**src/hw/rv_core_settings.svh**
```systemverilog
`ifndef RV_CORE_SETTINGS_SVH
`define RV_CORE_SETTINGS_SVH

// machine word, also the instruction width
`define WORD_WIDTH 32

// byte address width of each RAM
`define ADDRESS_WIDTH 16

// register index width
`define REG_ADDRESS_WIDTH 5

// words per RAM, byte address minus the two word-offset bits
`define RAM_WORDS (1 << (`ADDRESS_WIDTH - 2))

`endif

```
**src/hw/rv_core_pkg.sv**
```systemverilog
`include "rv_core_settings.svh"

package rv_core_pkg;

    typedef logic [`WORD_WIDTH-1:0] word_t;
    typedef logic [`ADDRESS_WIDTH-1:0] address_t;
    typedef logic [`REG_ADDRESS_WIDTH-1:0] reg_index_t;

    // sequencer states
    typedef enum logic [3:0] {
        st_init,
        st_fetch,
        st_fetch_wait,
        st_decode,
        st_registers,
        st_execute,
        st_load,
        st_load_wait,
        st_store,
        st_retire,
        st_halted
    } core_state_t;

endpackage

```
**src/hw/register_file.sv**
```systemverilog
`timescale 1ns/1ps
`include "rv_core_settings.svh"

module register_file (
    input  logic                    clock,
    input  rv_core_pkg::reg_index_t write_index,
    input  logic                    write,
    input  rv_core_pkg::word_t      write_data,
    input  rv_core_pkg::reg_index_t read1_index,
    output rv_core_pkg::word_t      read1_data,
    input  rv_core_pkg::reg_index_t read2_index,
    output rv_core_pkg::word_t      read2_data
);
    import rv_core_pkg::*;

    word_t registers [1 << `REG_ADDRESS_WIDTH];

    always_ff @(posedge clock) begin
        if (write) begin
            registers[write_index] <= write_data;
        end
    end

    // x0 reads as zero whatever its storage holds
    assign read1_data = (read1_index == '0) ? '0 : registers[read1_index];
    assign read2_data = (read2_index == '0) ? '0 : registers[read2_index];

endmodule

```
**config.mk**
```make
export PLATFORM = sky130hd
export DESIGN_NAME = register_file
export DESIGN_NICKNAME = d
export VERILOG_FILES = /design/src/hw/rv_core_pkg.sv /design/src/hw/register_file.sv
export VERILOG_INCLUDE_DIRS = /design/src /design/src/hw
export SDC_FILE = /design/constraint.sdc
export NUM_CORES = 1
export LEC_CHECK = 0
export ABC_CLOCK_PERIOD_IN_PS = 4450
export BUFFER_PORTS_ARGS = -buffer_cell sky130_fd_sc_hd__buf_4
export CAP_MARGIN = 20
export CELL_PAD_IN_SITES_DETAIL_PLACEMENT = 0
export CELL_PAD_IN_SITES_GLOBAL_PLACEMENT = 1
export CORE_ASPECT_RATIO = 2
export CORE_MARGIN = 2
export CORE_UTILIZATION = 55
export CTS_CLUSTER_DIAMETER = 60
export CTS_CLUSTER_SIZE = 30
export DETAILED_ROUTE_END_ITERATION = 10
export PLACE_DENSITY = 0.91
export SLEW_MARGIN = 20
export SYNTH_ARGS = -nofsm -noshare
export SYNTH_HDL_FRONTEND = slang
export SYNTH_SLANG_ARGS = --single-unit
```
**constraint.sdc**
```tcl
create_clock -name clock -period 4.45 [get_ports clock]
set_clock_uncertainty 0.05 [all_clocks]
set_input_delay 0.89 -clock clock [delete_from_list [all_inputs] [get_ports clock]]
set_output_delay 0.89 -clock clock [all_outputs]
set_load 0.01 [all_outputs]
```
==> summary.log <==
qor: die.horizontal_die_dimension 210.6 um
qor: cells_and_area.synthToLayoutAreaGrowth 9.333%
qor: synth.async_reset_ff_share 0%
qor: cells_and_area.multiInputGateArea 15400 um^2
qor: synth.synth-seq-area-share 65.48%
qor: cts.post_cts_hold_buffer_count 0
qor: worst_setup_path.crit_path_start read2_index[3]
qor: timing.fin_crit 4.387 ns
qor: cts.cts_sinks 1024
qor: worst_setup_path.timing.critical_path.slowest_cell_delay 0.76 ns
qor: synth.synth_top_cells_by_area edfxtp_1 65%, mux4_2 20%, mux2i_1 3.9%
qor: synth.synthesis.nets 2449
qor: worst_setup_path.worst_path_max_delay_cell nor3_1
qor: die.fp.coreArea 84640 um^2
qor: synth.mappedNetlistArea 46960 um^2
qor: die.floorplan.initialDensity 55.48%
qor: synth.yosysUniqueCellTypes 40
qor: routing.routed_wl 147600 um
qor: cells_and_area.final_cell_count_no_fill 3607
qor: synth.synth.ff_latch_count 1024
qor: routing.drt-vias-per-instance 7.866
qor: cts.cts_repair_resize_count 0
qor: routing.detail_route.first_pass.iterations 6
qor: worst_setup_path.path_max_fanout 12
qor: timing.setup_tns 0 ns
qor: timing.maxClockFrequency 228.0 MHz
qor: routing.drt_iter0_drc 4217
qor: grt.grt_pass1_wl 205100 um
qor: worst_setup_path.critical_path_required 3.51 ns
qor: cells_and_area.largest_register_ff_count 1024
qor: cts.root_buffer clkbuf_16
qor: cells_and_area.ff_latch_area 30750 um^2
qor: synth.yosys_warns 0
qor: worst_setup_path.criticalPathCategory input port to primary output
qor: die.count_of_boundary_i_o_pins 113
qor: timing.crit_share_post_route 98.58%
qor: cells_and_area.reg_top3 registers x1024
qor: place.hpwl_after_detailed_placement 88880 um
qor: timing.worst_hold_slack 0.6070 ns
qor: die.floorplan.die.height 417.2 um
qor: routing.route.detailed.wl_per_inst 40.92 um
qor: synth.edff_count_synth 1024
qor: worst_setup_path.worstSetupEndpoint read2_data[17]
qor: cells_and_area.fin_nets 2576
qor: cts.cts_htree_levels 2
qor: place.gp_congestion 0.8985
qor: cells_and_area.fill_cells 5771
qor: power.power_leakage 16.44 nW
qor: synth.synthDominantAreaCellType edfxtp_1
qor: flow_run.drv_cap 0
qor: cts.postCtsSetupRepairBufs 0
qor: routing.drc 0
qor: hold_path.holdCritPathClass input port to register
qor: worst_setup_path.cp.arrival 3.45 ns
qor: synth.syn-instance-count 2400
qor: grt.global_route.usage.total 33.62%
qor: cells_and_area.registers.top_by_ff_count registers
qor: die.placementRows 151
qor: cts.cts.path.max_buffers 3
qor: die.area_of_the_die 87880 um^2
qor: timing.rsz_0062_raised_after_global_routing false
qor: timing.setup_violators_final 0
qor: run_status.outcome finished clean
qor: cells_and_area.mostFrequentLayoutCells 1024 x edfxtp_1, 425 x mux4_2, 241 x buf_4, 183 x mux2i_1, 64 x nand2_1
qor: cells_and_area.mostFrequentLayoutCell edfxtp_1
qor: power.ir_drop 0.2479 mV
qor: timing.worst_slew_margin_rel 31.43%
qor: cells_and_area.post_route_cells_drive_above_1_share 31.87%
qor: timing.report.final.slew_viol_count 0
qor: synth.ys_dominant_reg_cell edfxtp_1
qor: worst_setup_path.worst_setup_path_start_kind input port
qor: place.placed_cells_incl_taps 3556
qor: worst_setup_path.critical_path.cell_chain buf_4 -> or3b_2 -> buf_4 -> buf_4 -> o22ai_1 -> a2111oi_0 -> nor3_1 -> buf_4
qor: cts.cts_tree done
qor: routing.vias 28372
qor: synth.yosys.area.top_type_share 65.48%
qor: power.power-per-cell-area 336.0 nW/um^2
qor: place.placement.io_buffers 112
qor: timing.worst-slew-pin-transition 1.021 ns
qor: grt.number_of_global_route_vias_before_repair 28845
qor: cts.tritoncts.num_buffers 40
qor: routing.route.antenna.remaining_nets 0
qor: grt.grt_max_degree 56
qor: synth.avgSynthCellArea 19.57 um^2
qor: cts.cts.reportedPaths.clkPinSlew 0.11 ns
qor: grt.grt_overflow 0
qor: worst_setup_path.cp_common_cell buf_4
qor: worst_setup_path.critical_path.endpoint_type primary output
qor: grt.grt_antenna_before_repair 9
qor: timing.timing.final.hold_violations 0
power breakdown:
part	internal, mW	switching [mW]
Sequential	10.7	0.0550
Clock	1.69	2.73
Combinational	0.852	1.21
cells in the mapped netlist, types with 12 or more instances:
master and instances:
a211o_1 23, o22ai_1 55, nor3_1 32, mux4_2 425
edfxtp_1 1024, clkbuf_1 104, a211oi_1 47, buf_6 12
a221oi_1 23, a2111oi_0 31, a21oi_1 46, a22o_1 62
and2_1 13, nand2_1 65, buf_2 58, nor2_1 35
mux2i_1 183, buf_4 20, o221ai_1 31, mux2_1 19
inv_1 25
per-layer routing:
metal | routed length [um] | GRT usage, % | vias to the layer above
met1 | 42420 | 38.17 | 14414
met5 | 25 | 0 | -
li1 | - | - | 10591
met3 | 19350 | 7.989 | 737
met4 | 14520 | 27.69 | 4
met2 | 71270 | 54.11 | 2626
critical path: cells and delay by family:
family	cells	cell delay, ns
compound gates	2	0.26
buf+inv	4	0.94
simple gates	2	1.35
cell type report:
type | instances | area share (%)
flip-flops and latches | 1024 | 59.89
multi-input cells | 1150 | 30.00
repair buffers | 286 | 5.215
well taps | 1071 | 2.610
clock buffers | 42 | 2.006
inverters | 25 | 0.1876
clock inverters | 2 | 0.05605
diodes | 7 | 0.03412
through the flow:
stage                     utilization [%]  total power, mW  worst slack, ns  area, um^2
after floorplan                         -            12.06           0.9820       46960
after global placement              59.39            12.92           0.2381       50270
after detailed placement            59.39            12.98           0.1691       50270
after CTS                           60.64            17.20           0.1684       51330
after global routing                60.66            17.62          0.06258       51340
final                               60.66            17.25          0.06312       51340
cells by family (layout without fill, tap and decap cells):
logic type / after synthesis / count (layout) / synth area share (%)
AO/OA/AOI/OAI: 331 / 331 / 5.409
buffers and inverters: 226 / 355 / 2.313
flip-flops: 1024 / 1024 / 65.48
multiplexers: 632 / 632 / 24.86
other: 0 / 7 / 0
AND/OR/NAND/NOR: 187 / 187 / 1.940
worst min-delay path by stage:
stage	from	to	slack, ns	cells past startpoint
after floorplan	write_data[0]	registers[0][0]$_DFFE_PP_	0.94	0
after global placement	write_data[24]	registers[17][24]$_DFFE_PP_	1.24	1
after detailed placement	write_data[21]	registers[16][21]$_DFFE_PP_	1.25	1
after CTS	write_data[7]	registers[20][7]$_DFFE_PP_	0.60	1
after global routing	write_data[3]	registers[30][3]$_DFFE_PP_	0.61	1
final	write_data[7]	registers[20][7]$_DFFE_PP_	0.61	1
No activity file was read; power rests on OpenSTA's default activity.
