--- src/hw/rv_core_settings.svh ---
`ifndef RV_CORE_SETTINGS_SVH
`define RV_CORE_SETTINGS_SVH

// machine word, also the instruction width
`define WORD_WIDTH 32

// byte address width of each RAM
`define ADDRESS_WIDTH 16

// register index width
`define REG_ADDRESS_WIDTH 5

// words per RAM, byte address minus the two word-offset bits
`define RAM_WORDS (1 << (`ADDRESS_WIDTH - 2))

`endif

--- src/hw/rv_isa_pkg.sv ---
package rv_isa_pkg;

    // major opcodes handled by the core
    typedef enum logic [6:0] {
        opc_op_imm = 7'b0010011,
        opc_op     = 7'b0110011,
        opc_lui    = 7'b0110111,
        opc_jal    = 7'b1101111,
        opc_jalr   = 7'b1100111,
        opc_branch = 7'b1100011,
        opc_load   = 7'b0000011,
        opc_store  = 7'b0100011,
        opc_system = 7'b1110011
    } opcode_t;

    // branch funct3 encodings
    typedef enum logic [2:0] {
        br_beq  = 3'd0,
        br_bne  = 3'd1,
        br_blt  = 3'd4,
        br_bge  = 3'd5,
        br_bltu = 3'd6,
        br_bgeu = 3'd7
    } branch_cond_t;

    // operations of the execute unit ALU
    typedef enum logic [3:0] {
        alu_none,
        alu_add,
        alu_sub,
        alu_sll,
        alu_slt,
        alu_sltu,
        alu_xor,
        alu_srl,
        alu_sra,
        alu_or,
        alu_and
    } alu_op_t;

endpackage

--- src/hw/rv_core_pkg.sv ---
`include "rv_core_settings.svh"

package rv_core_pkg;

    typedef logic [`WORD_WIDTH-1:0] word_t;
    typedef logic [`ADDRESS_WIDTH-1:0] address_t;
    typedef logic [`REG_ADDRESS_WIDTH-1:0] reg_index_t;

    // sequencer states
    typedef enum logic [3:0] {
        st_init,
        st_fetch,
        st_fetch_wait,
        st_decode,
        st_registers,
        st_execute,
        st_load,
        st_load_wait,
        st_store,
        st_retire,
        st_halted
    } core_state_t;

endpackage

--- src/hw/instruction_decoder.sv ---
`timescale 1ns/1ps

module instruction_decoder (
    input  logic                    clock,
    input  logic                    load,
    input  rv_core_pkg::word_t      instruction,
    output rv_isa_pkg::opcode_t     opcode,
    output rv_core_pkg::reg_index_t rs1,
    output rv_core_pkg::reg_index_t rs2,
    output rv_core_pkg::reg_index_t rd,
    output logic [2:0]              funct3,
    output logic                    funct7_bit,
    output rv_core_pkg::word_t      imm_i,
    output rv_core_pkg::word_t      imm_s,
    output rv_core_pkg::word_t      imm_b,
    output rv_core_pkg::word_t      imm_u,
    output rv_core_pkg::word_t      imm_j
);
    import rv_core_pkg::*;
    import rv_isa_pkg::*;

    word_t inst;
    logic  known;

    // held for the rest of the instruction
    always_ff @(posedge clock) begin
        if (load) begin
            inst <= instruction;
        end
    end

    always_comb begin
        known = 1'b1;
        case (inst[6:0])
            opc_op_imm, opc_op, opc_lui, opc_jal, opc_jalr,
            opc_branch, opc_load, opc_store, opc_system: begin
                opcode = opcode_t'(inst[6:0]);
            end
            default: begin
                // unknown major opcode becomes a system no-op
                opcode = opc_system;
                known = 1'b0;
            end
        endcase
    end

    assign rs1 = inst[19:15];
    assign rs2 = inst[24:20];
    assign rd = inst[11:7];
    assign funct3 = inst[14:12];
    assign funct7_bit = inst[30];

    // all ones keeps an unknown opcode clear of the ebreak immediate
    assign imm_i = known ? {{20{inst[31]}}, inst[31:20]} : '1;
    assign imm_s = {{20{inst[31]}}, inst[31:25], inst[11:7]};
    assign imm_b = {{19{inst[31]}}, inst[31], inst[7], inst[30:25], inst[11:8], 1'b0};
    assign imm_u = {inst[31:12], 12'b0};
    assign imm_j = {{11{inst[31]}}, inst[31], inst[19:12], inst[20], inst[30:21], 1'b0};

endmodule

--- config.mk ---
export PLATFORM = sky130hd
export DESIGN_NAME = instruction_decoder
export DESIGN_NICKNAME = d
export VERILOG_FILES = /design/src/hw/rv_isa_pkg.sv /design/src/hw/rv_core_pkg.sv /design/src/hw/instruction_decoder.sv
export VERILOG_INCLUDE_DIRS = /design/src /design/src/hw
export SDC_FILE = /design/constraint.sdc
export NUM_CORES = 1
export LEC_CHECK = 0
export CORE_AREA = 5 5 83 85
export DETAILED_ROUTE_END_ITERATION = 10
export DIE_AREA = 0 0 88 90
export DONT_BUFFER_PORTS = 1
export GPL_ROUTABILITY_DRIVEN = 1
export PLACE_DENSITY = 0.64
export SETUP_SLACK_MARGIN = 0.4
export SLEW_MARGIN = 10
export SYNTH_ARGS = -nofsm -noshare
export SYNTH_HDL_FRONTEND = slang
export SYNTH_SLANG_ARGS = --single-unit
--- constraint.sdc ---
create_clock -name clock -period 3.55 [get_ports clock]
set_input_delay 0.355 -clock clock [delete_from_list [all_inputs] [get_ports clock]]
set_output_delay 0.355 -clock clock [all_outputs]
set_load 0.02 [all_outputs]
==> results of run 1 <==
==> final timing paths <==
kind | startpoint | end | slack (ns) | cells past startpoint
max | inst[6]$_DFFE_PP_ | imm_i[15] | 0.90 | 6
min | instruction[25] | inst[25]$_DFFE_PP_ | 0.18 | 0
==> critical path: cells and delay by family (launching register included) <==
family | cells | cell delay (ns)
AO/OA/AOI/OAI | 1 | 0.09
XOR/XNOR | 1 | 0.27
buffers and inverters | 3 | 0.98
flip-flops | 1 | 0.48
AND/OR/NAND/NOR | 1 | 0.21
==> synthesized netlist by cell type <==
| cell | n |
|---|---|
| sky130_fd_sc_hd__buf_4 | 168 |
| sky130_fd_sc_hd__edfxtp_1 | 32 |
| sky130_fd_sc_hd__nand3b_1 | 12 |
| sky130_fd_sc_hd__nand2_1 | 9 |
| sky130_fd_sc_hd__a21oi_1 | 2 |
| sky130_fd_sc_hd__conb_1 | 2 |
| sky130_fd_sc_hd__a221oi_2 | 1 |
| sky130_fd_sc_hd__buf_2 | 1 |
| sky130_fd_sc_hd__buf_6 | 1 |
| sky130_fd_sc_hd__inv_1 | 1 |
| sky130_fd_sc_hd__nor2_1 | 1 |
| sky130_fd_sc_hd__nor3b_2 | 1 |
| sky130_fd_sc_hd__nor4_1 | 1 |
| sky130_fd_sc_hd__o21ai_1 | 1 |
| sky130_fd_sc_hd__xnor2_1 | 1 |
==> layout make-up <==
cell class                      count  area (µm²)  share of cell area
Timing Repair Buffer                7         110              0.0737
Sequential cell                    32         961               0.643
Clock buffer                        6        72.6              0.0486
Tap cell                           77        96.3              0.0645
Clock inverter                      1        5.00             0.00335
Inverter                            1        3.75             0.00251
Multi-Input combinational cell     45         245               0.164
==> power groups by stage <==
stage / Combinational [µW] / Sequential (µW) / Clock [µW]
2_1_floorplan: 402 / 489 / 0
3_5_place_dp: 149 / 589 / 0
6_report: 148 / 581 / 247
3_3_place_gp: 149 / 590 / 0
5_1_grt: 161 / 588 / 293
4_1_cts: 150 / 583 / 259
==> routing by layer <==
layer	wire (µm)	global-route usage	up-vias
met5	0	0	-
met1	1070	0.0832	305
li1	-	-	282
met4	71	0.0460	0
met3	509	0.0503	6
met2	1760	0.148	90
==> logic make-up after synthesis <==
logic type      after synthesis  share of synthesized area
other cells                   2                    0.00308
compound gates                4                     0.0123
xor+xnor                      1                    0.00360
flops                        32                      0.395
buf+inv                     171                      0.526
simple gates                 24                     0.0601
==> through the flow <==
stage / setup WS (ns) / utilization
after detailed placement: 1.17 / 0.231
after global placement: 1.19 / 0.231
final: 0.896 / 0.244
after CTS: 0.868 / 0.244
after global routing: 0.721 / 0.244
after floorplan: 1.14 / -
==> implementation parameters, run 1 <==
Parameter                              Value

Run status
  Run status    finished clean

Clock network
  Number of post-CTS setup repair buffers    0
  Cell chosen for the clock root    sky130_fd_sc_hd__clkbuf_8
  Clock slew seen by the registers of the worst setup and hold paths    0.06 ns
  CTS tree    built
  Number of H-tree levels    2
  Buffer depth of the longest clock path    2
  Hold buffer count at cts    0
  Inserted Clock Buffers    5
  Post-cts sizing count    0
  Clock Sink Count    32

Timing
  Number of setup violations in the final report    0
  Final Hold Slack    between 0.15 and 0.2 ns
  Slew Limit Fails    0
  Final period util    0.748
  Unrepaired setup endpoints after global routing    false
  Count of endpoints failing hold in the final timing report    0
  Transition at the pin with the smallest max-transition slack    0.923 ns
  Max frequency    0.377 GHz
  Setup tns final    0 ns
  Relative slew margins    0.384
  Clock period minus worst slack    ~2.7 ns

Setup path
  Kind of end point of the critical path    output port
  Maximum fanout encountered on the critical timing path    12
  Critical path data required time    3.19 ns
  Startpoint class of the critical path    flop
  Category of the most critical setup path    reg2out
  Cell with the largest stage delay on the worst path    sky130_fd_sc_hd__buf_4
  Cell repeated most along the worst path    sky130_fd_sc_hd__buf_4
  Critical Path AT    2.30 ns
  Largest stage delay on the critical path    about 0.51 ns
  Cell Chain, Critical Path    xnor2_1 -> o21ai_1 -> buf_4 -> nand3b_1 -> buf_4 -> buf_12

Logic synthesis
  Average cell area after synthesis    about 10 µm²
  Post-synthesis cell area    about 2400 µm²
  Leading area contributor after synthesis    sky130_fd_sc_hd__buf_4
  Post-synth top area share    0.518
  Count of state elements after synthesis    32
  Distinct cell type count after synthesis    15
  Cells after synthesis    roughly 230
  Yosys synthesis warning count    0
  Leading post-synthesis cells by cell area    sky130_fd_sc_hd__buf_4 (52%), sky130_fd_sc_hd__edfxtp_1 (39%), sky130_fd_sc_hd__nand3b_1 (3.7%)
  Sequential share of the synthesized area    0.395

Floorplanning
  Total number of placement rows    29
  Total Die Area    7920 µm²
  Die W    roughly 88 µm
  Vertical extent of the die    ~90 µm
  Initial core utilization    0.397
  Number of top-level pins    220
  Core Footprint    approximately 6000 µm²

Final layout
  Area delta synth->final    -38.6%
  Total inserted antenna cells    0
  Most frequent cells in the layout    sky130_fd_sc_hd__edfxtp_1 (32), sky130_fd_sc_hd__conb_1 (16), sky130_fd_sc_hd__nand3b_1 (12)
  Ratio of cells with drive above 1 in the final layout    0.163
  Layout Nets    about 130
  Fillcell total    651
  Leading cell type in the layout, fill and taps excluded    sky130_fd_sc_hd__edfxtp_1
  Non-filler cells, final    around 170
  Max reg flops    32
  Cell area after layout    1490 µm²
  Register with the most flip-flops    inst
  Biggest regs    inst: 32 flops

Power
  Clock network fraction of design power    0.253
  PnR Total Power    about 1000 µW
  Power Dens Cells    roughly 650 nW/µm²
  Peak VDD IR    about 0.35 mV
  Part of the total power dissipated in sequential elements    0.595
  Proportion of total power due to net switching    0.377
  Switching component of the power    ~370 µW
  Leakage power figure    between 0.0005 and 0.0006 µW
  Internal power    about 610 µW
  Fraction of power consumed by combinational cells    0.152

Routing
  Via density per instance    4.04
  Antenna violation net count after detailed routing    0
  DR iter-0 viols    27
  First-pass detailed-route iteration total    3
  Number of design rule violations left after detail routing    0
  Routed WL per cell    between 20 and 25 µm
  Final Routed Wirelength    roughly 3400 µm
  Number of vias after detailed routing    ~680

Global routing
  Largest net degree at the start of global routing    46
  GR Util All Layers    0.0882
  Global-route wire length before repair    approximately 5000 µm
  Global-route congestion overflow total    0
  Antenna violations before repair    0
  Vias in the first global route    about 810

Placement
  Placement-stage cell area    about 1400 µm²
  Placed Instances    between 150 and 200
  Port-buffer cells    0
  HPWL after detailed placement    2710 µm
  Final RePlAce weighted congestion    0.666

Worst hold path
  HP Class    in2reg

Job
  Max Cap Viol    0
Power figures use the tool's default switching activity.
==> inputs of run 2 (changes only) <==
--- a/config.mk
+++ b/config.mk
@@ -6,12 +6,13 @@
 export SDC_FILE = /design/constraint.sdc
 export NUM_CORES = 1
 export LEC_CHECK = 0
-export CORE_AREA = 5 5 83 85
+export ABC_AREA = 1
+export CORE_AREA = 5 5 81 83
 export DETAILED_ROUTE_END_ITERATION = 10
-export DIE_AREA = 0 0 88 90
+export DIE_AREA = 0 0 86 88
 export DONT_BUFFER_PORTS = 1
 export GPL_ROUTABILITY_DRIVEN = 1
-export PLACE_DENSITY = 0.64
+export PLACE_DENSITY = 0.67
 export SETUP_SLACK_MARGIN = 0.4
 export SLEW_MARGIN = 10
 export SYNTH_ARGS = -nofsm -noshare
==> constraint.sdc (replaced) <==
create_clock -name clock -period 2.6 [get_ports clock]
set_input_delay 0.26 -clock clock [delete_from_list [all_inputs] [get_ports clock]]
set_output_delay 0.26 -clock clock [all_outputs]
set_load 0.02 [all_outputs]
==> implementation parameters, run 2 <==
Parameter                              Value

Power
  PnR Total Power    approximately 1400 µW
  Power Dens Cells    about 860 nW/µm²
  Leakage power figure    about 0.00061 µW
  Peak VDD IR    slightly below 0.5 mV

Setup path
  Maximum fanout encountered on the critical timing path    between 40 and 50
  Cell repeated most along the worst path    sky130_fd_sc_hd__clkbuf_16
  Startpoint class of the critical path    flop
  Kind of end point of the critical path    output port
  Category of the most critical setup path    reg2out
  Cell with the largest stage delay on the worst path    sky130_fd_sc_hd__clkbuf_16
  Cell Chain, Critical Path    clkbuf_16 -> inv_4 -> nand4_1 -> clkbuf_16 -> buf_16
  Largest stage delay on the critical path    0.74 ns
  Critical path data required time    around 2.3 ns
  Critical Path AT    approximately 2.2 ns

Clock network
  Cell chosen for the clock root    sky130_fd_sc_hd__clkbuf_8
  Number of H-tree levels    2
  CTS tree    built
  Inserted Clock Buffers    5
  Clock Sink Count    32
  Buffer depth of the longest clock path    2
  Clock slew seen by the registers of the worst setup and hold paths    0.06 ns

Floorplanning
  Total Die Area    roughly 7600 µm²
  Vertical extent of the die    88 µm
  Die W    ~86 µm
  Number of top-level pins    220
  Core Footprint    approximately 5800 µm²
  Total number of placement rows    28
  Initial core utilization    0.429

Logic synthesis
  Sequential share of the synthesized area    0.387
  Leading post-synthesis cells by cell area    sky130_fd_sc_hd__buf_4 (51%), sky130_fd_sc_hd__edfxtp_1 (39%), sky130_fd_sc_hd__nand4_1 (3.8%)
  Average cell area after synthesis    ~9.9 µm²
  Most frequent cell after synthesis    sky130_fd_sc_hd__buf_4
  Yosys synthesis warning count    0
  Most instantiated flip-flop cell in the synthesis netlist    sky130_fd_sc_hd__edfxtp_1
  Post-synth top area share    0.511
  List of most frequent post-synthesis cells    sky130_fd_sc_hd__buf_4 (169), sky130_fd_sc_hd__edfxtp_1 (32), sky130_fd_sc_hd__inv_1 (17)
  Number of flops mapped to enable cells by yosys    32
  Count of state elements after synthesis    32
  Distinct cell type count after synthesis    14
  Cells after synthesis    250
  Proportion of register bits with asynchronous set or reset after synthesis    0
  Post-synthesis cell area    around 2500 µm²
  Leading area contributor after synthesis    sky130_fd_sc_hd__buf_4

Final layout
  Biggest regs    inst: 32 flops
  Layout Nets    around 150
  Total inserted antenna cells    0
  Leading cell type in the layout, fill and taps excluded    sky130_fd_sc_hd__edfxtp_1
  Area delta synth->final    -36.5%
  Ratio of cells with drive above 1 in the final layout    0.189
  Max reg flops    32
  Register with the most flip-flops    inst
  Most frequent cells in the layout    sky130_fd_sc_hd__edfxtp_1 (32), sky130_fd_sc_hd__inv_1 (16), sky130_fd_sc_hd__conb_1 (16)

Timing
  Slew Limit Fails    0
  Number of setup violations in the final report    0
  Setup tns final    0 ns
  Relative slew margins    0.364
  Count of endpoints failing hold in the final timing report    0
  Max frequency    ~0.4 GHz
  Final period util    0.946
  Transition at the pin with the smallest max-transition slack    around 0.95 ns
  Unrepaired setup endpoints after global routing    true
  Clock period minus worst slack    about 2.5 ns

Routing
  Final Routed Wirelength    between 3000 and 4000 µm
  Via density per instance    around 4.2
  Antenna violation net count after detailed routing    0
  Number of design rule violations left after detail routing    0
  DR iter-0 viols    36
  Routed WL per cell    approximately 19 µm
  Number of vias after detailed routing    773
  First-pass detailed-route iteration total    4

Global routing
  GR Util All Layers    0.0913
  Antenna violations before repair    0
  Global-route congestion overflow total    0
  Global-route wire length before repair    4990 µm
  Vias in the first global route    846
  Largest net degree at the start of global routing    49

Worst hold path
  HP Class    in2reg
  Hold path depth    0

Placement
  Final RePlAce weighted congestion    0.619
  Port-buffer cells    0
  HPWL after detailed placement    approximately 2700 µm

Job
  Max Cap Viol    0

Run status
  Run status    finished clean
-- run 2: cell types whose count changed after synthesis, sizes merged, moves of 3 or more --
cell    before  now
inv          1   17
nand4        0   15
nand3b      12    0
nand2        9    6
nand3        0    3
-- run 2: final cells by class --
type	instances	area (µm²)
clock buffer	5	68.8
inverter	17	66.3
multi-input combinational	44	224
clock inverter	2	12.5
timing repair buffer	11	150
fill	606	4200
sequential	32	961
tap	75	93.8
-- run 2: final timing paths --
path,startpoint,to,slack [ns]
worst max-delay path,inst[31]$_DFFE_PP_,imm_i[26],0.14
worst min-delay path,instruction[18],inst[18]$_DFFE_PP_,0.08
-- run 2: logic make-up after synthesis --
group           Yosys count  share of synthesized area
compound gates            2                    0.00857
buf+inv                 188                      0.544
flops                    32                      0.387
other cells               2                    0.00303
simple gates             26                     0.0575
-- run 2: through the flow --
step	util	setup slack [ns]	hold slack [ns]	instance area, µm²	cells
6_report	0.273	0.141	0.0790	1580	186
5_1_grt	0.273	0.00869	0.0553	1580	186
4_1_cts	0.272	0.115	0.0631	1570	186
3_5_place_dp	0.256	0.299	0.359	1480	179
3_3_place_gp	0.256	0.288	0.359	1480	179
2_1_floorplan	-	0.291	0.359	2530	264
-- run 2: report_power, final --
group / switching [µW] / total (µW) / internal (µW)
clock network: 166 / 346 / 181
logic: 224 / 261 / 37.3
registers: 134 / 752 / 617
-- run 2: repair_timing --
action	CTS	global route
cloned	0	0
setup buffers	0	0
pin swaps	1	1
endpoints found under the setup margin	21	21
gates resized for setup	2	3
hold buffers	0	0
-- run 2: metal layers --
| layer | wire, µm | vias up | global-route usage | share of wire |
|---|---|---|---|---|
| met2 | 1990 | 89 | 0.166 | 0.56 |
| li1 | - | 332 | - | - |
| met3 | 507 | 6 | 0.0480 | 0.14 |
| met1 | 991 | 346 | 0.0813 | 0.28 |
| met5 | 0 | - | 0 | 0 |
| met4 | 78 | 0 | 0.0489 | 0.022 |
-- run 2: critical path: cells and delay by family (launching register included) --
kind | cells | cell delay, ns
buffers and inverters | 4 | 1.33
flip-flops | 1 | 0.36
AND/OR/NAND/NOR | 1 | 0.15
