--- src/hw/rv_core_settings.svh ---
`ifndef RV_CORE_SETTINGS_SVH
`define RV_CORE_SETTINGS_SVH

// machine word, also the instruction width
`define WORD_WIDTH 32

// byte address width of each RAM
`define ADDRESS_WIDTH 16

// register index width
`define REG_ADDRESS_WIDTH 5

// words per RAM, byte address minus the two word-offset bits
`define RAM_WORDS (1 << (`ADDRESS_WIDTH - 2))

`endif

--- src/hw/rv_isa_pkg.sv ---
package rv_isa_pkg;

    // major opcodes handled by the core
    typedef enum logic [6:0] {
        opc_op_imm = 7'b0010011,
        opc_op     = 7'b0110011,
        opc_lui    = 7'b0110111,
        opc_jal    = 7'b1101111,
        opc_jalr   = 7'b1100111,
        opc_branch = 7'b1100011,
        opc_load   = 7'b0000011,
        opc_store  = 7'b0100011,
        opc_system = 7'b1110011
    } opcode_t;

    // branch funct3 encodings
    typedef enum logic [2:0] {
        br_beq  = 3'd0,
        br_bne  = 3'd1,
        br_blt  = 3'd4,
        br_bge  = 3'd5,
        br_bltu = 3'd6,
        br_bgeu = 3'd7
    } branch_cond_t;

    // operations of the execute unit ALU
    typedef enum logic [3:0] {
        alu_none,
        alu_add,
        alu_sub,
        alu_sll,
        alu_slt,
        alu_sltu,
        alu_xor,
        alu_srl,
        alu_sra,
        alu_or,
        alu_and
    } alu_op_t;

endpackage

--- src/hw/rv_core_pkg.sv ---
`include "rv_core_settings.svh"

package rv_core_pkg;

    typedef logic [`WORD_WIDTH-1:0] word_t;
    typedef logic [`ADDRESS_WIDTH-1:0] address_t;
    typedef logic [`REG_ADDRESS_WIDTH-1:0] reg_index_t;

    // sequencer states
    typedef enum logic [3:0] {
        st_init,
        st_fetch,
        st_fetch_wait,
        st_decode,
        st_registers,
        st_execute,
        st_load,
        st_load_wait,
        st_store,
        st_retire,
        st_halted
    } core_state_t;

endpackage

--- src/hw/control_fsm.sv ---
`timescale 1ns/1ps
`include "rv_core_settings.svh"

module control_fsm (
    input  logic                      clock,
    input  logic                      reset_n,
    input  logic                      run,
    input  rv_core_pkg::address_t     ext_write_address,
    input  rv_core_pkg::word_t        ext_write_data_word,
    input  logic                      ext_write_inst,
    input  logic                      ext_write_data,
    input  logic                      ext_read_enable,
    output logic                      halted,
    output logic [`ADDRESS_WIDTH-3:0] inst_address,
    output logic                      inst_write,
    output rv_core_pkg::word_t        inst_write_data,
    output logic [`ADDRESS_WIDTH-3:0] data_address,
    output logic                      data_write,
    output rv_core_pkg::word_t        data_write_data,
    input  rv_core_pkg::word_t        inst_read_data,
    input  rv_core_pkg::word_t        data_read_data,
    output logic                      decode_load,
    input  rv_isa_pkg::opcode_t       opcode,
    input  rv_core_pkg::reg_index_t   rd,
    input  rv_core_pkg::word_t        imm_i,
    input  rv_core_pkg::word_t        rs2_value,
    input  rv_core_pkg::word_t        alu_result,
    input  logic                      branch_taken,
    output rv_core_pkg::word_t        pc,
    output logic                      rd_write,
    output rv_core_pkg::reg_index_t   rd_index,
    output rv_core_pkg::word_t        rd_value
);
    import rv_core_pkg::*;
    import rv_isa_pkg::*;

    core_state_t state;
    logic        is_jump;
    logic        writes_rd;

    assign is_jump = (opcode == opc_jal) || (opcode == opc_jalr);
    assign writes_rd = is_jump || opcode == opc_op_imm || opcode == opc_op ||
                       opcode == opc_lui || opcode == opc_load;

    // the RAM word arrives during decode and is captured on its closing edge
    assign decode_load = run && (state == st_decode);

    always_ff @(posedge clock) begin
        if (!reset_n) begin
            state <= st_init;
            pc <= '0;
            halted <= 1'b0;
            inst_write <= 1'b0;
            data_write <= 1'b0;
            rd_write <= 1'b0;
        end else if (!run) begin
            // external loading and readback
            inst_write <= ext_write_inst;
            data_write <= ext_write_data;
            if (ext_write_inst) begin
                inst_address <= ext_write_address[`ADDRESS_WIDTH-1:2];
                inst_write_data <= ext_write_data_word;
            end
            if (ext_write_data || ext_read_enable) begin
                data_address <= ext_write_address[`ADDRESS_WIDTH-1:2];
                data_write_data <= ext_write_data_word;
            end
        end else begin
            case (state)
                st_init: begin
                    pc <= '0;
                    state <= st_fetch;
                end
                st_fetch: begin
                    // previous writeback lands on this edge
                    rd_write <= 1'b0;
                    inst_address <= pc[`ADDRESS_WIDTH-1:2];
                    state <= st_fetch_wait;
                end
                st_fetch_wait: state <= st_decode;
                st_decode:     state <= st_registers;
                st_registers: begin
                    // ebreak
                    if (opcode == opc_system && imm_i[11:0] == 12'd1) begin
                        halted <= 1'b1;
                    end
                    state <= st_execute;
                end
                st_execute: begin
                    rd_index <= rd;
                    if (halted) begin
                        state <= st_halted;
                    end else if (opcode == opc_load) begin
                        state <= st_load;
                    end else if (opcode == opc_store) begin
                        state <= st_store;
                    end else begin
                        state <= st_retire;
                    end
                end
                st_load: begin
                    data_address <= alu_result[`ADDRESS_WIDTH-1:2];
                    state <= st_load_wait;
                end
                st_load_wait: state <= st_retire;
                st_store: begin
                    data_address <= alu_result[`ADDRESS_WIDTH-1:2];
                    data_write_data <= rs2_value;
                    data_write <= 1'b1;
                    state <= st_retire;
                end
                st_retire: begin
                    data_write <= 1'b0;
                    rd_write <= writes_rd && (rd_index != '0);
                    if (is_jump) begin
                        rd_value <= pc + 32'd4;
                    end else if (opcode == opc_load) begin
                        rd_value <= data_read_data;
                    end else begin
                        rd_value <= alu_result;
                    end
                    // jalr targets may be odd, bit 0 is dropped
                    if (is_jump) begin
                        pc <= {alu_result[31:1], 1'b0};
                    end else if (opcode == opc_branch && branch_taken) begin
                        pc <= alu_result;
                    end else begin
                        pc <= pc + 32'd4;
                    end
                    state <= st_fetch;
                end
                st_halted: state <= st_halted;
                default:   state <= st_init;
            endcase
        end
    end

endmodule

--- config.mk ---
export PLATFORM = sky130hd
export DESIGN_NAME = control_fsm
export DESIGN_NICKNAME = d
export VERILOG_FILES = /design/src/hw/rv_isa_pkg.sv /design/src/hw/rv_core_pkg.sv /design/src/hw/control_fsm.sv
export VERILOG_INCLUDE_DIRS = /design/src /design/src/hw
export SDC_FILE = /design/constraint.sdc
export NUM_CORES = 1
export LEC_CHECK = 0
export ABC_AREA = 0
export BUFFER_PORTS_ARGS = -buffer_cell sky130_fd_sc_hd__buf_4
export CAP_MARGIN = 20
export CORE_AREA = 2 2 155 157
export CTS_CLUSTER_SIZE = 28
export DETAILED_ROUTE_END_ITERATION = 10
export DIE_AREA = 0 0 157 159
export GPL_TIMING_DRIVEN = 0
export PLACE_DENSITY = 0.65
export SLEW_MARGIN = 5
export SYNTH_ARGS = -nofsm -noshare
export SYNTH_HDL_FRONTEND = slang
export SYNTH_SLANG_ARGS = --single-unit
export TNS_END_PERCENT = 5
--- constraint.sdc ---
create_clock -name clock -period 2.6 [get_ports clock]
set_clock_uncertainty 0.05 [all_clocks]
set_input_delay 0.13 -clock clock [delete_from_list [all_inputs] [get_ports clock]]
set_output_delay 0.13 -clock clock [all_outputs]
set_load 0.01 [all_outputs]
==> summary.md, run 1 <==
| Metric | Value |
|---|---|
| Status | completed |
| Vias in the first global route | 7673 |
| Worst-path clk slew | 80 ps |
| Initial Utilization | 34.6% |
| Slew Limit Fails | 0 |
| Core area | 23200 um2 |
| Synthesized instance count | 718 |
| Hold slack | 9.77 ps |
| Endpoint class of the critical path | flop |
| Cell Rows | 56 |
| CP cell instances | buf_2, nand3b_1, or3_1, buf_2, inv_2 |
| CTS Buf Count | 17 |
| Initial antenna violation count | 0 |
| Worst EP required | 2600 ps |
| Post-synth ARST share | 0% |
| Wire per inst | 19.2 um |
| Final Cycle Share | 92.9% |
| Postcts setup bufs | 0 |
| Power Dens Cells | 499 nW/um2 |
| LEAKAGE | 4.96 nW |
| Max Freq | 414 MHz |
| CP max stage cell | inv_2 |
| Worst path arrival time | 2410 ps |
| Final ANT Viol Nets | 0 |
| DIE HEIGHT | 159 um |
| DR vias/cell | 4.97 |
| Synth Register Bits | 169 |
| Flop pwr share | 47.7% |
| Final net count | 1416 |
| Critical path's largest stage delay | 630 ps |
| Clk_lat worst skew | 420 ps |
| Die Wd | 157 um |
| Num Clock Sinks | 169 |
| Initial DRC count | 458 |
| Clk buf depth | 2 |
| Layout area overhead | 58.1% |
| Mapped Nets | 946 |
| Hold Path Class | in2reg |
| Final hold violations | 0 |
| Die ar. | 25000 um2 |
| # H-tree levels | 4 |
| Synth Cell Area | 8020 um2 |
| Clock root buffer | clkbuf_16 |
| RSZ-0062 raised after global routing | false |
| Io pins | 393 |
| N_diodes | 0 |
| Share of the synthesized area in the top cell type | 48.3% |
| Switching share of total power | 25.2% |
| Vias | 7552 |
| Synth area leader | edfxtp_1 |
| Pin count of the biggest net entering global routing | 34 |
| Placed insts | 1375 |
| Congestion Overflow GR | 0 |
| Synth cell types | 58 |
| Final non-filler cell total | 1520 |
| IO buf count | 337 |
| CTS tree | done |
| Internal cell power | 4.73 mW |
| Most frequent CP cell | buf_2 |
| Synthesized area per cell | 11.2 um2 |
| Clock power share | 39.3% |
| Rel. slew slack | 36.1% |
| Final worst slack | 184 ps |
| GRT Total Usage | 22.7% |
| CP Buf/Inv Count | 3 |
| Worst Path Max Fanout | 33 |
| Final setup fails | 0 |
| Routability cong. | 0.845 |
| DRC Markers | 0 |
| EDFF count, synth | 129 |
| Detailed placement HPWL | 21.2 mm |
| Share of cells above drive strength 1 | 36.7% |
| Least-Margin Pin Slew | 959 ps |
| Max-cap violations | 0 |
| Final Critical Period | 2420 ps |
| Sequential area share after synthesis | 58.3% |
| Startpoint types | flop |
| Ys flop type | edfxtp_1 |
| WL final | 29.2 mm |
| P_sw | 1.60 mW |
| Crit-path leading delay family | buffers and inverters |
| Peak supply drop | 0.371 mV |
| DRT Pass-1 Iters | 5 |
| Area contributors post-synth | edfxtp_1, dfxtp_1, nand2_1 |
| Setup slack at placement | 177 ps |
| Synthesis warning total | 0 |
| Logic pwr share | 13.1% |
| First-pass GRT wire length | 43.5 mm |
| WS Path Type | reg2reg |
-- per-stage QoR --
stage	setup TNS [ps]	cell area, um2	power (mW)	utilization [%]
2_1_floorplan	0	8020	3.33	-
3_3_place_gp	-52140	11000	3.74	47.2
3_5_place_dp	0	11000	3.75	47.4
4_1_cts	0	12700	6.36	54.7
5_1_grt	0	12700	6.53	54.7
6_report	0	12700	6.33	54.7
-- worst reg2reg max path: cells and delay by family (launching register included) --
family                 cells  cell delay, ps
buffers and inverters      3            1060
DFF                        1             300
and+or+nand+nor            2             630
-- final cells by class --
type / count / area, um2
fill: 2036 / 10500
timing repair buffer: 451 / 3680
buffer: 45 / 198
clock buffer: 18 / 429
tap: 319 / 399
inverter: 15 / 56.3
sequential: 169 / 4670
multi-input combinational: 489 / 3110
clock inverter: 14 / 133
-- layer usage --
metal	part of all wire (%)	routed length (um)	global-route usage, %	up-vias
li1	-	-	-	3595
met2	49	14400	39.0	276
met4	1.6	467	5.55	0
met3	5.4	1580	3.67	29
met1	44	12800	29.8	3652
met5	0	0	0	-
-- synthesized netlist by cell type (all sizes together) (2+ instances only) --
library cell and n:
edfxtp 129, nand2 124, a21oi 49, dfxtp 40
o21ai 38, mux2 32, nor2 27, clkbuf 23
mux2i 23, buf 22, xnor2 20, a211oi 18
nor2b 18, nand3 17, inv 14, nor3 14
o22ai 14, nor4 10, o31a 9, xor2 9
or3 7, o2bb2ai 6, a22oi 5, nand4 5
and2 4, and3 4, and4 4, nand4b 3
or2 3, or4 3, a2bb2oi 2, a31oi 2
nor3b 2, o211a 2, o32ai 2
-- cell usage in the layout (no fill, tap or decap), types with 6 or more instances in the layout --
| cell type | netlist | layout |
|---|---|---|
| a21oi_1 | 49 | 48 |
| o22ai_1 | 13 | 13 |
| dlygate4sd3_1 | 0 | 113 |
| nor4_1 | 9 | 9 |
| a211oi_1 | 18 | 18 |
| dfxtp_1 | 40 | 40 |
| nand2_1 | 124 | 124 |
| xor2_1 | 9 | 9 |
| nand3_1 | 15 | 15 |
| mux2_2 | 32 | 32 |
| buf_4 | 3 | 340 |
| inv_1 | 14 | 13 |
| clkbuf_1 | 23 | 24 |
| nor2b_1 | 18 | 18 |
| mux2i_1 | 23 | 23 |
| nor2_1 | 25 | 24 |
| edfxtp_1 | 129 | 129 |
| o21ai_0 | 38 | 38 |
| nor3_1 | 8 | 8 |
| buf_2 | 14 | 14 |
| o2bb2ai_1 | 6 | 6 |
| xnor2_1 | 20 | 20 |
| o31a_1 | 9 | 9 |
| clkbuf_16 | 0 | 17 |
-- final timing paths --
kind / from / cells past startpoint / slack (ps) / end
setup / recovery: state[1] / 5 / 180 / rd_value[28]
hold reg to reg: pc[0] / 2 / 430 / pc[0]
setup reg to reg: state[1] / 5 / 180 / rd_value[28]
hold / removal: data_read_data[24] / 3 / 10 / rd_value[24]
-- flip-flops by register name (all words and copies together) (netlist names) --
| register | count |
|---|---|
| data_write_data | 32 |
| inst_write_data | 32 |
| pc | 32 |
| rd_value | 32 |
| data_address | 14 |
| inst_address | 14 |
| rd_index | 5 |
| state | 4 |
| data_write | 1 |
| halted | 1 |
| inst_write | 1 |
| rd_write | 1 |
-- power by group through the flow --
stage	logic (mW)	clock network (mW)	registers (mW)
6_report	0.827	2.49	3.02
5_1_grt	0.886	2.62	3.02
4_1_cts	0.824	2.52	3.02
3_5_place_dp	0.676	0	3.08
3_3_place_gp	0.660	0	3.08
2_1_floorplan	0.220	0	3.11
-- repair_timing --
item | in CTS | in global routing
endpoints found under the hold margin | 118 | 0
gates resized for setup | 0 | 1
hold buffers | 113 | 0
endpoints found under the setup margin | 0 | 1
-- cells by family (layout without fill, tap and decap cells) --
| group | after synthesis | after routing | share of synthesized area, % |
|---|---|---|---|
| and+or+nand+nor | 249 | 249 | 15.8 |
| DFF | 169 | 169 | 58.3 |
| AOI/OAI and AO/OA | 155 | 155 | 12.1 |
| buffers and inverters | 60 | 543 | 3.17 |
| muxes | 55 | 55 | 7.36 |
| xor gates and xnor gates | 29 | 29 | 3.17 |
| adders and majority gates | 1 | 1 | 0.156 |
Note: power is estimated with default switching activity, not from simulation.
==> run 2, diff against run 1 <==
--- a/config.mk
+++ b/config.mk
@@ -8,13 +8,12 @@
 export LEC_CHECK = 0
 export ABC_AREA = 0
 export BUFFER_PORTS_ARGS = -buffer_cell sky130_fd_sc_hd__buf_4
-export CAP_MARGIN = 20
+export CAP_MARGIN = 0
 export CORE_AREA = 2 2 155 157
-export CTS_CLUSTER_SIZE = 28
 export DETAILED_ROUTE_END_ITERATION = 10
 export DIE_AREA = 0 0 157 159
 export GPL_TIMING_DRIVEN = 0
-export PLACE_DENSITY = 0.65
+export PLACE_DENSITY_LB_ADDON = 0.1
 export SLEW_MARGIN = 5
 export SYNTH_ARGS = -nofsm -noshare
 export SYNTH_HDL_FRONTEND = slang
==> summary.md, run 2 (same netlist as run 1, synthesis figures left out) <==
| Metric | Value |
|---|---|
| Setup slack at placement | 51.2 ps (-126 ps) |
| Endpoint class of the critical path | flop |
| Reg-to-reg endpoint | rd_value[3] |
| Clk_lat worst skew | 440 ps (+20 ps) |
| First-pass GRT wire length | 44.2 mm (+1.5%) |
| Io pins | 393 (unchanged) |
| Final ANT Viol Nets | 0 (unchanged) |
| Power Dens Cells | 511 nW/um2 (+2.3%) |
| Critical Path Start | state[1] |
| Detailed placement HPWL | 20.7 mm (-2.2%) |
| Worst EP required | 2600 ps (about the same) |
| Worst path arrival time | 2420 ps (about the same) |
| Commonest non-fill, non-tap cell in the layout | buf_4 |
| RSZ-0062 raised after global routing | false |
| Worst Path Max Fanout | 33 (unchanged) |
| Cell Rows | 56 (unchanged) |
| Worst-path clk slew | 70 ps (about the same) |
| Routability cong. | 0.813 (-3.8%) |
| Initial Utilization | 34.6% (unchanged) |
| WL final | 29.4 mm (+0.63%) |
| R2R Setup Slk | 180 ps (about the same) |
| Vias in the first global route | 7802 (+1.7%) |
| Die ar. | 25000 um2 (unchanged) |
| Startpoint types | flop |
| Initial antenna violation count | 2 (+2) |
| DIE HEIGHT | 159 um (unchanged) |
| Max-cap violations | 0 (unchanged) |
| Clk buf depth | 2 (unchanged) |
| DR vias/cell | 4.96 (about the same) |
| Final Critical Period | 2420 ps (+5.29 ps) |
| LEAKAGE | 5.06 nW (+2.2%) |
| # H-tree levels | 4 (unchanged) |
| Final hold violations | 0 (unchanged) |
| DRT Pass-1 Iters | 5 (unchanged) |
| Final worst slack | 178 ps (-5.29 ps) |
| Final net count | 1429 (+0.92%) |
| Initial DRC count | 382 (-17%) |
| Wire per inst | 19.2 um (-0.29%) |
| Final setup fails | 0 (unchanged) |
| Fin area | 12900 um2 (+1.7%) |
| CTS tree | done |
| Die Wd | 157 um (unchanged) |
| Hold Path Class | in2reg |
| GRT Total Usage | 23.2% (+0.50 points) |
| Slew Limit Fails | 0 (unchanged) |
| Final Cycle Share | 93.1% (+0.20 points) |
| Pwr Total | 6.58 mW (+4.1%) |
| Num Clock Sinks | 169 (unchanged) |
| Status | completed |
| Layout area overhead | 60.7% |
| Max Freq | 413 MHz (-0.22%) |
| Peak supply drop | 0.389 mV (+4.7%) |
| Rel. slew slack | 41.2% (+5.1 points) |
| Share of cells above drive strength 1 | 36.5% (-0.23 points) |
| Commonest non-fill, non-tap cells in the layout | buf_4, edfxtp_1, dlygate4sd3_1 |
| Least-Margin Pin Slew | 881 ps (-78.2 ps) |
| Congestion Overflow GR | 0 (unchanged) |
| CTS Buf Count | 17 (unchanged) |
| Placed inst area | 11000 um2 (+0.14%) |
| Core area | 23200 um2 (unchanged) |
| IO buf count | 337 (unchanged) |
| Vias | 7614 (+0.82%) |
| R2R Path Start | state[1] |
| Reg2Reg Depth | 5 (unchanged) |
| WS Path Type | reg2reg |
| DRC Markers | 0 (unchanged) |
| Clock root buffer | clkbuf_16 |
| Pin count of the biggest net entering global routing | 34 (unchanged) |
| Crit path to | rd_value[3] |
run 2: how the worst min path moves through the flow:
stage	cells after the start	slack [ps]	end	from
3_5_place_dp	1	260	rd_index[4]	rd[4]
3_3_place_gp	1	260	rd_index[4]	rd[4]
4_1_cts	3	2	rd_value[7]	data_read_data[7]
2_1_floorplan	0	180	inst_write_data[0]	ext_write_data_word[0]
6_report	3	10	rd_value[30]	data_read_data[30]
5_1_grt	3	7	rd_value[7]	data_read_data[7]
run 2: metal layers:
| metal | global-route usage, % | vias to the layer above | share of wire [%] |
|---|---|---|---|
| li1 | - | 3611 | - |
| met3 | 4.27 | 21 | 6.2 |
| met2 | 40.0 | 288 | 50 |
| met5 | 0 | - | 0.024 |
| met1 | 29.8 | 3692 | 42 |
| met4 | 6.17 | 2 | 1.4 |
run 2: through the flow:
step,instances,setup TNS [ps],util (%),hold slack (ps)
2_1_floorplan,718,0,-,179
3_3_place_gp,1374,-61390,47.2,259
3_5_place_dp,1376,0,47.4,259
4_1_cts,1533,0,55.5,1.65
5_1_grt,1534,0,55.6,6.67
6_report,1534,0,55.6,13.4
run 2: power breakdown:
| group | total, mW | internal (mW) | switching, mW |
|---|---|---|---|
| combinational | 0.841 | 0.483 | 0.358 |
| clock | 2.73 | 1.48 | 1.25 |
| sequential | 3.01 | 2.99 | 0.0201 |
run 2: layout make-up:
| type | count | area (um2) |
|---|---|---|
| Tap cell | 319 | 399 |
| Timing Repair Buffer | 464 | 3820 |
| Fill cell | 2079 | 10300 |
| Inverter | 15 | 56.3 |
| Multi-Input combinational cell | 489 | 3120 |
| Buffer | 45 | 198 |
| Clock inverter | 15 | 203 |
| Clock buffer | 17 | 425 |
| Sequential cell | 169 | 4670 |
| Antenna cell | 1 | 2.50 |
run 2: repair_timing:
item                       4_1_cts  5_1_grt
gates resized for setup          0        2
setup buffers                    0        0
hold endpoints to repair       127        0
setup endpoints to repair        0       44
hold buffers                   125        0
run 2: worst max-delay path, stage by stage, from the launching register on:
cell and delay (ps):
dfxtp_1 310, buf_2 180, nand3b_1 190, or3_1 410
buf_2 230, inv_2 670
==> run 3, diff against run 2 <==
--- a/config.mk
+++ b/config.mk
@@ -6,12 +6,12 @@
 export SDC_FILE = /design/constraint.sdc
 export NUM_CORES = 1
 export LEC_CHECK = 0
-export ABC_AREA = 0
+export ABC_AREA = 1
 export BUFFER_PORTS_ARGS = -buffer_cell sky130_fd_sc_hd__buf_4
 export CAP_MARGIN = 0
-export CORE_AREA = 2 2 155 157
+export CORE_AREA = 2 2 153 155
 export DETAILED_ROUTE_END_ITERATION = 10
-export DIE_AREA = 0 0 157 159
+export DIE_AREA = 0 0 155 157
 export GPL_TIMING_DRIVEN = 0
 export PLACE_DENSITY_LB_ADDON = 0.1
 export SLEW_MARGIN = 5
==> summary.md, run 3 <==
| Metric | Value |
|---|---|
| N_diodes | 0 (-1) |
| Most common cell in the synthesized netlist | nand2_1 |
| Hold Path Origin | reset_n |
| Most frequent CP cell | nand2_1 |
| Final setup fails | 0 (unchanged) |
| Initial DRC count | 480 (+26%) |
| Vias in the first global route | 8060 (+3.3%) |
| Clk buf depth | 2 (unchanged) |
| Initial Utilization | 36.8% (+2.2 points) |
| Simple-gate share of the synthesized area | 24.9% (+9.1 points) |
| Placed inst area | 11200 um2 (+2.1%) |
| Mapped Nets | 1205 (+27%) |
| Critical path's largest stage delay | 470 ps (-200 ps) |
| LEAKAGE | 5.59 nW (+10%) |
| Synth Register Bits | 169 (unchanged) |
| RSZ-0062 raised after global routing | false |
| Synthesized instance count | 977 (+36%) |
| Compound-gate portion of the synthesized area | 10.6% (-1.4 points) |
| Filler cells | 2094 (+0.72%) |
| Worst-path clk slew | 70 ps (about the same) |
| Final Critical Period | 2160 ps (-261 ps) |
| Routed met3 length | 2.23 mm (+23%) |
| Rel. slew slack | 36.9% (-4.3 points) |
| XOR/XNOR Fraction of Synth Area | 0.634% (-2.5 points) |
| Synthesized area per cell | 8.48 um2 (-24%) |
| Post-synth ARST share | 0% (unchanged) |
| Endpoint class of the critical path | flop |
| Hold slack | 11.7 ps (-1.78 ps) |
| DRT Pass-1 Iters | 5 (unchanged) |
| R2R Setup Slk | 440 ps (+260 ps) |
| IO buf count | 337 (unchanged) |
| CP Buf/Inv Count | 0 (-3) |
| Power Dens Cells | 500 nW/um2 (-2.0%) |
| Synth Area in Adders | 0.151% (-0.0050 points) |
| Routability cong. | 0.891 (+9.6%) |
| Worst EP required | 2710 ps (+110 ps) |
| Met1 Wirelength | 13.0 mm (+4.3%) |
| Peak supply drop | 0.380 mV (-2.2%) |
| Die Wd | 155 um (-1.3%) |
| Ys flop type | edfxtp_1 |
| Post-cts sizing count | 0 (unchanged) |
| Final hold violations | 0 (unchanged) |
| CP cell instances | ha_1, nand2_1, nor2_2, nand2_4, nor2_2, nand2_1, nand2_1, nand2_1, nand2_1, o21ai_1 |
| DR WL met2 | 14.3 mm (-2.5%) |
| Reg2Reg Depth | 10 (+5) |
| Sequential area share after synthesis | 56.4% (-1.9 points) |
| DR vias/cell | 4.92 (-0.84%) |
| Pin count of the biggest net entering global routing | 33 (-2.9%) |
| Fin area | 12700 um2 (-1.4%) |
| Largest family of logic cells by synthesized area | simple AND/OR/NAND/NOR gates |
| Worst Path Max Fanout | 6 (-82%) |
| Crit path to | rd_value[28] |
| DIE HEIGHT | 157 um (-1.3%) |
| Synthesis warning total | 0 (unchanged) |
| Commonest cells post-synth | nand2_1, edfxtp_1, o21ai_0 |
| Max Freq | 463 MHz (+12%) |
| Layout area overhead | 53.3% |
| Initial antenna violation count | 0 (-2) |
| Critical Path Start | pc[3] |
| Io pins | 393 (unchanged) |
| Cell Rows | 55 (-1.8%) |
| Worst path arrival time | 2270 ps (-150 ps) |
| Final ANT Viol Nets | 0 (unchanged) |
| Share of the synthesized area in the top cell type | 46.7% (-1.5 points) |
| GRT Total Usage | 24.1% (+0.95 points) |
| Postcts setup bufs | 0 (unchanged) |
| Area contributors post-synth | edfxtp_1, nand2_1, dfxtp_1 |
| First-pass GRT wire length | 44.9 mm (+1.5%) |
| Instance count on the critical path | 10 (+5) |
| # H-tree levels | 4 (unchanged) |
| Slew Limit Fails | 0 (unchanged) |
| WL final | 29.9 mm (+1.8%) |
| Congestion Overflow GR | 0 (unchanged) |
| Commonest non-fill, non-tap cells in the layout | nand2_1, buf_4, edfxtp_1 |
| Max-cap violations | 0 (unchanged) |
| Clock root buffer | clkbuf_16 |
| Reg-to-reg endpoint | rd_value[28] |
| Clk_lat worst skew | 430 ps (about the same) |
| Commonest non-fill, non-tap cell in the layout | nand2_1 |
| DRC Markers | 0 (unchanged) |
| Core area | 22500 um2 (-3.0%) |
| Crit-path leading delay family | simple AND/OR/NAND/NOR gates |
| Startpoint types | flop |
| Final net count | 1653 (+16%) |
| EDFF count, synth | 129 (unchanged) |
| CTS Buf Count | 17 (unchanged) |
| Detailed placement HPWL | 22.2 mm (+7.3%) |
| R2R Path Start | pc[3] |
| Hold Path Class | in2reg |
| Die ar. | 24300 um2 (-2.5%) |
| Synth Cell Area | 8290 um2 (+3.3%) |
| Status | completed |
| Wire per inst | 17.4 um (-9.3%) |
| Synth cell types | 37 (-36%) |
| Num Clock Sinks | 169 (unchanged) |
| CP max stage cell | dfxtp_1 |
| Top sig layer | met4 |
| Final Cycle Share | 83.1% (-10 points) |
| Vias | 8480 (+11%) |
| Mux cell area share after synthesis | 0.725% (-6.6 points) |
| Synth area leader | edfxtp_1 |
| Least-Margin Pin Slew | 946 ps (+65.1 ps) |
| Share of cells above drive strength 1 | 28.9% (-7.6 points) |
| WS Path Type | reg2reg |
| CTS tree | done |
run 3: stage by stage:
| stage | TNS (ps) | utilization [%] | cells | worst slack [ps] | total power, mW |
|---|---|---|---|---|---|
| CTS | 0 | 56.4 | 1722 | 165 | 6.39 |
| global route | 0 | 56.5 | 1723 | 348 | 6.58 |
| finish | 0 | 56.5 | 1723 | 440 | 6.36 |
| detailed placement | -743 | 49.9 | 1601 | -24.8 | 3.77 |
| global placement | -57480 | 49.7 | 1599 | -1330 | 3.76 |
| floorplan | 0 | - | 977 | 114 | 3.35 |
run 3: layer usage:
layer / vias to the layer above / track usage, %
li1: 4136 / -
met1: 4006 / 31.7
met2: 312 / 40.6
met3: 26 / 5.59
met4: 0 / 5.73
met5: - / 0
run 3: logic make-up (layout without fill, tap and decap cells):
group,after synthesis,count (layout)
flip-flops,169,169
adder cells (fa/ha/maj),1,1
multiplexers,6,6
buffers and inverters,125,586
XOR/XNOR,6,6
AO/OA/AOI/OAI,168,168
AND/OR/NAND/NOR,502,502
run 3: layout make-up:
type | instances | area [um2] | area share, %
Tap cell | 285 | 357 | 2.81
Inverter | 83 | 314 | 2.47
Sequential cell | 169 | 4670 | 36.8
Multi-Input combinational cell | 683 | 3090 | 24.3
Timing Repair Buffer | 429 | 3470 | 27.3
Buffer | 42 | 230 | 1.81
Clock buffer | 17 | 425 | 3.35
Clock inverter | 15 | 149 | 1.17
run 3: power breakdown:
| group | total (mW) | internal, mW | switching [mW] |
|---|---|---|---|
| Sequential | 3.03 | 3.01 | 0.0247 |
| Combinational | 0.793 | 0.420 | 0.373 |
| Clock | 2.54 | 1.28 | 1.25 |
run 3: worst min path at each step:
| stage | depth (start not counted) | to |
|---|---|---|
| finish | 3 | pc[0] |
| global route | 3 | pc[0] |
| CTS | 3 | rd_value[0] |
| detailed placement | 1 | rd_index[2] |
| global placement | 1 | rd_index[2] |
| floorplan | 0 | inst_write_data[0] |
run 3: repair_timing:
item,in CTS,in global routing
hold buffers,89,1
endpoints found under the setup margin,0,0
endpoints found under the hold margin,102,1
run 3: worst min-delay path: stages:
cell and delay (ps):
clkbuf_1 170, nand2_1 110, nor2_1 40
